### src/design/cpu_macros.svh
// word-only MIPS subset; opcode values cover R-type, lw and sw and nothing else
`ifndef CPU_MACROS_SVH
`define CPU_MACROS_SVH

// data path width in bits
`define CPU_WORD_W 32

// architectural register count
`define CPU_REG_N 32

// primary opcode field values
`define CPU_OP_RTYPE 6'h00
`define CPU_OP_LW 6'h23
`define CPU_OP_SW 6'h2b

`endif

### src/design/cpu_types_pkg.sv
// types for the MEM/WB back end; word width follows CPU_WORD_W and must stay 32 for the decode
`include "cpu_macros.svh"

package cpu_types_pkg;

	// basic data path types
	typedef logic [`CPU_WORD_W-1:0] word_t;
	typedef logic [4:0] regbits_t;
	typedef logic [5:0] opcode_t;
	typedef logic [5:0] funct_t;

	// R-type field layout
	typedef struct packed {
		opcode_t opcode;
		regbits_t rs;
		regbits_t rt;
		regbits_t rd;
		logic [4:0] shamt;
		funct_t funct;
	} instr_r_t;

	// I-type field layout
	typedef struct packed {
		opcode_t opcode;
		regbits_t rs;
		regbits_t rt;
		logic [15:0] imm16;
	} instr_i_t;

	// one instruction word, two views of it
	typedef union packed {
		instr_r_t r;
		instr_i_t i;
	} instr_u;

	// writeback source select
	typedef enum logic {
		WB_ALU = 1'b0,
		WB_MEM = 1'b1
	} wb_src_t;

endpackage

### src/design/pipe_if.sv
// internal bundles only; Wishbone sel is always all ones and no tags or errors are carried
`timescale 1ns/1ns
`include "cpu_macros.svh"

// stage outputs toward MEM/WB, and the latched copies toward writeback
interface mem_wb_if;
	logic valid;
	cpu_types_pkg::word_t pc;
	cpu_types_pkg::word_t instr;
	cpu_types_pkg::word_t result;
	cpu_types_pkg::word_t load_data;
	logic wen;
	cpu_types_pkg::regbits_t dest;
	cpu_types_pkg::wb_src_t src;
	logic halt;
	logic enable;

	// latched side
	logic valid_q;
	cpu_types_pkg::word_t pc_q;
	cpu_types_pkg::word_t instr_q;
	cpu_types_pkg::word_t result_q;
	cpu_types_pkg::word_t load_data_q;
	logic wen_q;
	cpu_types_pkg::regbits_t dest_q;
	cpu_types_pkg::wb_src_t src_q;
	logic halt_q;

	modport stage (
		output valid, pc, instr, result, load_data, wen, dest, src, halt, enable
	);

	modport reg_side (
		input valid, pc, instr, result, load_data, wen, dest, src, halt, enable,
		output valid_q, pc_q, instr_q, result_q, load_data_q, wen_q, dest_q, src_q, halt_q
	);

	modport wb_side (
		input valid_q, pc_q, instr_q, result_q, load_data_q, wen_q, dest_q, src_q, halt_q
	);
endinterface

// Wishbone classic data bus
interface wb_bus_if;
	logic cyc;
	logic stb;
	logic we;
	logic [`CPU_WORD_W-1:0] adr;
	logic [`CPU_WORD_W-1:0] dat_o;
	logic [`CPU_WORD_W-1:0] dat_i;
	logic [`CPU_WORD_W/8-1:0] sel;
	logic ack;

	modport master (output cyc, stb, we, adr, dat_o, sel, input dat_i, ack);
	modport slave (input cyc, stb, we, adr, dat_o, sel, output dat_i, ack);
endinterface

### src/design/mem_stage.sv
// upstream must hold the ex_ inputs while stall is high; word accesses only, no bus error handling
`timescale 1ns/1ns
`include "cpu_macros.svh"

module mem_stage (
	input logic CLK,
	input logic nRST,
	input logic ex_valid,
	input logic ex_wen,
	input logic ex_halt,
	input cpu_types_pkg::word_t ex_pc,
	input cpu_types_pkg::word_t ex_instr,
	input cpu_types_pkg::word_t ex_result,
	input cpu_types_pkg::word_t ex_store_data,
	output logic stall,
	wb_bus_if.master bus,
	mem_wb_if.stage pipe
);

	cpu_types_pkg::instr_u iu;
	cpu_types_pkg::opcode_t opcode;
	logic is_rtype;
	logic is_lw;
	logic is_sw;
	logic is_mem;
	logic busy;
	logic done;

	// decode
	assign iu = ex_instr;
	assign opcode = iu.r.opcode;
	assign is_rtype = (opcode == `CPU_OP_RTYPE);
	assign is_lw = (opcode == `CPU_OP_LW);
	assign is_sw = (opcode == `CPU_OP_SW);
	assign is_mem = ex_valid && (is_lw || is_sw);

	// bus cycle finishes on an acked edge while open
	assign done = busy && bus.ack;

	// one cycle of setup, then cyc/stb held until ack
	always_ff @(posedge CLK, negedge nRST) begin
		if (!nRST) begin
			busy <= 1'b0;
		end else if (done) begin
			busy <= 1'b0;
		end else if (is_mem) begin
			busy <= 1'b1;
		end
	end

	assign bus.cyc = busy;
	assign bus.stb = busy;
	assign bus.we = is_sw;
	assign bus.adr = ex_result;
	assign bus.dat_o = ex_store_data;
	assign bus.sel = '1;

	// hold upstream until the ack cycle
	assign stall = is_mem && !done;

	// advance into MEM/WB for non-memory work or on ack
	assign pipe.enable = is_mem ? done : 1'b1;

	assign pipe.valid = ex_valid;
	assign pipe.pc = ex_pc;
	assign pipe.instr = ex_instr;
	assign pipe.result = ex_result;
	assign pipe.load_data = bus.dat_i;
	// stores never write a register
	assign pipe.wen = ex_wen && !is_sw;
	assign pipe.dest = is_rtype ? iu.r.rd : iu.i.rt;
	assign pipe.src = is_lw ? cpu_types_pkg::WB_MEM : cpu_types_pkg::WB_ALU;
	assign pipe.halt = ex_valid && ex_halt;

endmodule

### src/design/mem_wb_reg.sv
// flush wins over enable and loads a cleared bubble; all fields reset to zero
`timescale 1ns/1ns

module mem_wb_reg (
	input logic CLK,
	input logic nRST,
	input logic flush,
	mem_wb_if.reg_side pipe_in
);

	logic valid_reg, valid_nxt;
	logic wen_reg, wen_nxt;
	logic halt_reg, halt_nxt;
	cpu_types_pkg::word_t pc_reg, pc_nxt;
	cpu_types_pkg::word_t instr_reg, instr_nxt;
	cpu_types_pkg::word_t result_reg, result_nxt;
	cpu_types_pkg::word_t load_data_reg, load_data_nxt;
	cpu_types_pkg::regbits_t dest_reg, dest_nxt;
	cpu_types_pkg::wb_src_t src_reg, src_nxt;

	assign pipe_in.valid_q = valid_reg;
	assign pipe_in.wen_q = wen_reg;
	assign pipe_in.halt_q = halt_reg;
	assign pipe_in.pc_q = pc_reg;
	assign pipe_in.instr_q = instr_reg;
	assign pipe_in.result_q = result_reg;
	assign pipe_in.load_data_q = load_data_reg;
	assign pipe_in.dest_q = dest_reg;
	assign pipe_in.src_q = src_reg;

	always_comb begin
		// hold by default
		valid_nxt = valid_reg;
		wen_nxt = wen_reg;
		halt_nxt = halt_reg;
		pc_nxt = pc_reg;
		instr_nxt = instr_reg;
		result_nxt = result_reg;
		load_data_nxt = load_data_reg;
		dest_nxt = dest_reg;
		src_nxt = src_reg;

		if (flush) begin
			// bubble
			valid_nxt = 1'b0;
			wen_nxt = 1'b0;
			halt_nxt = 1'b0;
			pc_nxt = '0;
			instr_nxt = '0;
			result_nxt = '0;
			load_data_nxt = '0;
			dest_nxt = '0;
			src_nxt = cpu_types_pkg::WB_ALU;
		end else if (pipe_in.enable) begin
			valid_nxt = pipe_in.valid;
			wen_nxt = pipe_in.wen;
			halt_nxt = pipe_in.halt;
			pc_nxt = pipe_in.pc;
			instr_nxt = pipe_in.instr;
			result_nxt = pipe_in.result;
			load_data_nxt = pipe_in.load_data;
			dest_nxt = pipe_in.dest;
			src_nxt = pipe_in.src;
		end
	end

	always_ff @(posedge CLK, negedge nRST) begin
		if (!nRST) begin
			valid_reg <= 1'b0;
			wen_reg <= 1'b0;
			halt_reg <= 1'b0;
			pc_reg <= '0;
			instr_reg <= '0;
			result_reg <= '0;
			load_data_reg <= '0;
			dest_reg <= '0;
			src_reg <= cpu_types_pkg::WB_ALU;
		end else begin
			valid_reg <= valid_nxt;
			wen_reg <= wen_nxt;
			halt_reg <= halt_nxt;
			pc_reg <= pc_nxt;
			instr_reg <= instr_nxt;
			result_reg <= result_nxt;
			load_data_reg <= load_data_nxt;
			dest_reg <= dest_nxt;
			src_reg <= src_nxt;
		end
	end

endmodule

### src/design/reg_file.sv
// one write port, one combinational read port; register 0 is hardwired to zero
`timescale 1ns/1ns
`include "cpu_macros.svh"

module reg_file (
	input logic CLK,
	input logic nRST,
	input logic we,
	input cpu_types_pkg::regbits_t waddr,
	input cpu_types_pkg::regbits_t raddr,
	input cpu_types_pkg::word_t wdata,
	output cpu_types_pkg::word_t rdata
);

	cpu_types_pkg::word_t regs [`CPU_REG_N];

	always_ff @(posedge CLK, negedge nRST) begin
		if (!nRST) begin
			for (int i = 0; i < `CPU_REG_N; i++) begin
				regs[i] <= '0;
			end
		end else if (we && (waddr != '0)) begin
			regs[waddr] <= wdata;
		end
	end

	// read path, no bypass of a same-cycle write
	always_comb begin
		if (raddr == '0) begin
			rdata = '0;
		end else begin
			rdata = regs[raddr];
		end
	end

endmodule

### src/design/writeback_unit.sv
// register write lands one edge after MEM/WB latches; retire trace mirrors the latched fields
`timescale 1ns/1ns

module writeback_unit (
	input logic CLK,
	input logic nRST,
	mem_wb_if.wb_side pipe,
	input cpu_types_pkg::regbits_t rs_addr,
	output cpu_types_pkg::word_t rs_data,
	output logic retire_valid,
	output logic halt,
	output cpu_types_pkg::word_t retire_pc,
	output cpu_types_pkg::word_t retire_instr
);

	logic reg_we;
	cpu_types_pkg::word_t wdata;

	// result select
	always_comb begin
		if (pipe.src_q == cpu_types_pkg::WB_MEM) begin
			wdata = pipe.load_data_q;
		end else begin
			wdata = pipe.result_q;
		end
	end

	// bubbles never write
	assign reg_we = pipe.wen_q && pipe.valid_q;

	reg_file u_reg_file (
		.CLK(CLK),
		.nRST(nRST),
		.we(reg_we),
		.waddr(pipe.dest_q),
		.wdata(wdata),
		.raddr(rs_addr),
		.rdata(rs_data)
	);

	// retire trace
	assign retire_valid = pipe.valid_q;
	assign retire_pc = pipe.pc_q;
	assign retire_instr = pipe.instr_q;
	assign halt = pipe.halt_q;

endmodule

### src/design/mem_wb_top.sv
// EX/MEM bundle in, Wishbone classic master out; ex_ inputs must stay steady while stall is high
`timescale 1ns/1ns
`include "cpu_macros.svh"

module mem_wb_top (
	input logic CLK,
	input logic nRST,
	input logic ex_valid,
	input cpu_types_pkg::word_t ex_pc,
	input cpu_types_pkg::word_t ex_instr,
	input cpu_types_pkg::word_t ex_result,
	input cpu_types_pkg::word_t ex_store_data,
	input logic ex_wen,
	input logic ex_halt,
	input logic flush,
	output logic stall,
	output logic wb_cyc,
	output logic wb_stb,
	output logic wb_we,
	output logic [`CPU_WORD_W-1:0] wb_adr,
	output logic [`CPU_WORD_W-1:0] wb_dat_o,
	output logic [`CPU_WORD_W/8-1:0] wb_sel,
	input logic [`CPU_WORD_W-1:0] wb_dat_i,
	input logic wb_ack,
	input cpu_types_pkg::regbits_t rs_addr,
	output cpu_types_pkg::word_t rs_data,
	output logic retire_valid,
	output cpu_types_pkg::word_t retire_pc,
	output cpu_types_pkg::word_t retire_instr,
	output logic halt
);

	wb_bus_if bus ();
	mem_wb_if pipe ();

	// Wishbone pins
	assign wb_cyc = bus.cyc;
	assign wb_stb = bus.stb;
	assign wb_we = bus.we;
	assign wb_adr = bus.adr;
	assign wb_dat_o = bus.dat_o;
	assign wb_sel = bus.sel;
	assign bus.dat_i = wb_dat_i;
	assign bus.ack = wb_ack;

	mem_stage u_mem_stage (
		.CLK(CLK),
		.nRST(nRST),
		.ex_valid(ex_valid),
		.ex_wen(ex_wen),
		.ex_halt(ex_halt),
		.ex_pc(ex_pc),
		.ex_instr(ex_instr),
		.ex_result(ex_result),
		.ex_store_data(ex_store_data),
		.stall(stall),
		.bus(bus.master),
		.pipe(pipe.stage)
	);

	mem_wb_reg u_mem_wb_reg (
		.CLK(CLK),
		.nRST(nRST),
		.flush(flush),
		.pipe_in(pipe.reg_side)
	);

	writeback_unit u_writeback_unit (
		.CLK(CLK),
		.nRST(nRST),
		.pipe(pipe.wb_side),
		.rs_addr(rs_addr),
		.rs_data(rs_data),
		.retire_valid(retire_valid),
		.halt(halt),
		.retire_pc(retire_pc),
		.retire_instr(retire_instr)
	);

endmodule

### config.mk
export PLATFORM = sky130hd
export DESIGN_NAME = mem_wb_top
export DESIGN_NICKNAME = d
export VERILOG_FILES = /design/src/design/cpu_types_pkg.sv /design/src/design/pipe_if.sv /design/src/design/mem_stage.sv /design/src/design/mem_wb_reg.sv /design/src/design/reg_file.sv /design/src/design/writeback_unit.sv /design/src/design/mem_wb_top.sv
export VERILOG_INCLUDE_DIRS = /design/src /design/src/design
export SDC_FILE = /design/constraint.sdc
export NUM_CORES = 2
export LEC_CHECK = 0
export BUFFER_PORTS_ARGS = -buffer_cell sky130_fd_sc_hd__buf_2
export CORE_AREA = 2 2 360 327
export DETAILED_ROUTE_END_ITERATION = 10
export DIE_AREA = 0 0 362 329
export GPL_TIMING_DRIVEN = 1
export HOLD_SLACK_MARGIN = 0.03
export PLACE_DENSITY_LB_ADDON = 0.1
export SYNTH_ARGS = -nofsm -noshare
export SYNTH_HDL_FRONTEND = slang
export SYNTH_SLANG_ARGS = --single-unit
### constraint.sdc
create_clock -name CLK -period 3.3 [get_ports CLK]
set_input_delay 0.165 -clock CLK [delete_from_list [all_inputs] [get_ports CLK]]
set_output_delay 0.165 -clock CLK [all_outputs]
set_load 0.01 [all_outputs]
==> impl_metrics.yaml <==
drt:
  ant_nets: 0
  wl_per_cell_um: 24.0
  drt-initial-drc-count: 2919
  wirelength_mm: 157
  drc_errors: 0
  vias: 36300
  routed_via_density: 5.56
  drt-pass1-iter-count: 5
floorplanning:
  initial_core_util: 0.445
  die_w_um: 362
  pin_count: 342
  die_area_um2: 119000
  core_area_um2: 116000
  die_y_um: 329
  rows: 119
pwr:
  powerDensity_nw_per_um2: 548
  peakVddDrop_mv: 0.446
  power.leakage_nw: 27.7
  finalPower_mw: 32.9
synthesis:
  synth-seq-cells: 1162
  yosysSeqAreaShare: 0.564
  syn_inst: 4762
  syn_area_per_cell_um2: 10.8
  synth.yosys.warnings: 0
  synth_area_um2: 51500
  synth_cell_type_count: 45
placed_design:
  dp_cells: 6171
  hpwl_mm: 90.4
  portBuffers: 273
  gp_congestion: 0.767
timing:
  clock-skew-final_ns: 0.0183
  slew_viol_final: 0
  worst_pin_slew_ns: 1.21
  relSlewSlack: 0.192
  setup_viol: 0
  finalHoldViolCount: 0
  whs_ns: 0.0854
  finalCritPeriodShare: 0.955
  rsz0062_at_grt: "no"
  fmax_ghz: 0.317
  post-route-min-period_ns: 3.15
global_routing:
  grt.total_usage: 0.266
  grt_antenna_before_repair: 2
  grt_overflow: 0
  grt_pass1_vias: 36400
  grt_max_degree: 106
  grt_pass1_wl_mm: 239
critical_path:
  ff2ff_path_depth: 4
  end_kind: "output pin"
  criticalPathCategory: "in2out"
  required_ns: 3.13
  critPathMaxFanout: 19
  arrival_ns: 2.99
  startpoint_type: "primary input"
layout:
  fin_util: 0.518
  drive_above_1_share: 0.220
  synthToLayoutAreaGrowth_pct: 16.4
  nFillCells: 10300
  instances_no_fill: 6534
  final_common_cell: "dfrtp_1"
  n_antenna_cell: 0
  final_cell_mix: "1,161 x dfrtp_1, 872 x a21oi_1, 777 x nor2_1, 507 x nand2_1, 268 x buf_2"
  nets: 5090
clock_network:
  clk_path_buf_depth: 3
  htreeDepth: 3
  cts_hold_buf: 137
  postCtsSetupRepairBufs: 0
  clk_pin_slew_ns: 0.06
  numClockSinks: 1162
  clkLatencyLatePin_ns: 0.72
  cts_resized: 0
  cts_tree: "yes"
  cts_root_buf: "clkbuf_16"
  numCtsBuffers: 120
hold_path:
  hold_path_depth: 2
  worstHoldPathType: "in2reg"
status:
  status: "finished, final reports clean"
job:
  drv_cap: 0
[cell type report]
class                   instances  area [um^2]  area share
flip-flops and latches       1162        29100       0.485
well taps                    1512         1890      0.0315
clock buffers                 177         3590      0.0598
multi-input cells            3050        20000       0.333
repair buffers                581         4660      0.0777
inverters                       3         15.0    0.000250
clock inverters                49          736      0.0123
[per-layer routing]
metal	part of all wire	up-vias	global-route usage
met4	0.020	0	0.0564
met5	0	-	0
met1	0.47	18600	0.394
met3	0.048	197	0.0371
met2	0.46	860	0.421
li1	-	16700	-
[flip-flops by register name, summed over array words and instances (netlist names)]
| signal | cells |
|---|---|
| u_mem_stage.bus.cyc | 1 |
| u_writeback_unit.u_reg_file.regs | 1024 |
| u_mem_wb_reg.pipe_in.src_q | 1 |
| u_mem_wb_reg.pipe_in.instr_q | 32 |
| u_mem_wb_reg.pipe_in.pc_q | 32 |
| u_mem_wb_reg.pipe_in.wen_q | 1 |
| u_mem_wb_reg.pipe_in.dest_q | 5 |
| u_mem_wb_reg.pipe_in.valid_q | 1 |
| u_mem_wb_reg.pipe_in.load_data_q | 32 |
| u_mem_wb_reg.pipe_in.result_q | 32 |
| u_mem_wb_reg.pipe_in.halt_q | 1 |
[kinds of logic (layout without fill, tap and decap cells)]
| group | after synthesis | count (layout) | synth area share |
|---|---|---|---|
| flip-flops | 1162 | 1162 | 0.564 |
| buffers and inverters | 553 | 810 | 0.0565 |
| AND/OR/NAND/NOR | 1381 | 1381 | 0.111 |
| other | 1 | 4 | 0.0000728 |
| multiplexers | 353 | 353 | 0.124 |
| AO/OA/AOI/OAI | 1312 | 1312 | 0.144 |
[synth_stat cells, drive strengths merged]
master   count  area (um^2)
nand4b       1         8.76
nand3b       3         35.0
nor3        20          313
conb         1         3.75
o2111ai      9         78.8
or3          3         18.8
a22oi       32          240
inv          3         11.3
nand2      509         1930
a21oi      900         4610
and2         1         6.26
o21ai      279         1750
a311oi      37          324
or2          1         6.26
nor2       779         2930
nand4        1         6.26
and3         2         12.5
nor4         5         91.3
nand3        9         50.1
mux4       224         5040
mux2i       97          971
nor2b       34          213
a221oi      23          201
clkbuf     277         1040
nand2b       7         51.3
or4          6         56.3
a211oi      32          240
dfrtp     1162        29100
buf        273         1860
mux2        32          360
[power by group]
part,switching (mW),internal (mW)
clock,5.88,8.91
sequential,0.375,14.9
combinational,1.67,1.16
[critical path, cell delays in order]
cell	delay, ns
buf_6	0.29
and2_1	0.82
buf_4	0.30
a22oi_1	0.08
a311oi_1	0.93
buf_4	0.24
buf_2	0.12
[final timing paths]
kind	slack, ns	from	endpoint
setup / recovery	0.15	rs_addr[0]	rs_data[20]
hold / removal	0.09	flush	u_mem_wb_reg.pipe_in.instr_q[30]
setup reg to reg	0.67	u_mem_wb_reg.pipe_in.dest_q[1]	u_writeback_unit.u_reg_file.regs[843]
hold reg to reg	0.37	u_writeback_unit.u_reg_file.regs[999]	u_writeback_unit.u_reg_file.regs[999]
max in group asynchronous	1.61	nRST	u_writeback_unit.u_reg_file.regs[350]
min in group asynchronous	0.56	nRST	u_writeback_unit.u_reg_file.regs[232]
[through the flow]
| step | setup TNS (ns) | area [um^2] | setup slack (ns) |
|---|---|---|---|
| 2_1_floorplan | 0 | 51500 | 1.51 |
| 3_3_place_gp | -0.0309 | 54300 | -0.0309 |
| 3_5_place_dp | 0 | 54300 | 0.238 |
| 4_1_cts | 0 | 60000 | 0.163 |
| 5_1_grt | 0 | 60000 | 0.110 |
| 6_report | 0 | 60000 | 0.148 |
(Power assumes the default switching activity.)
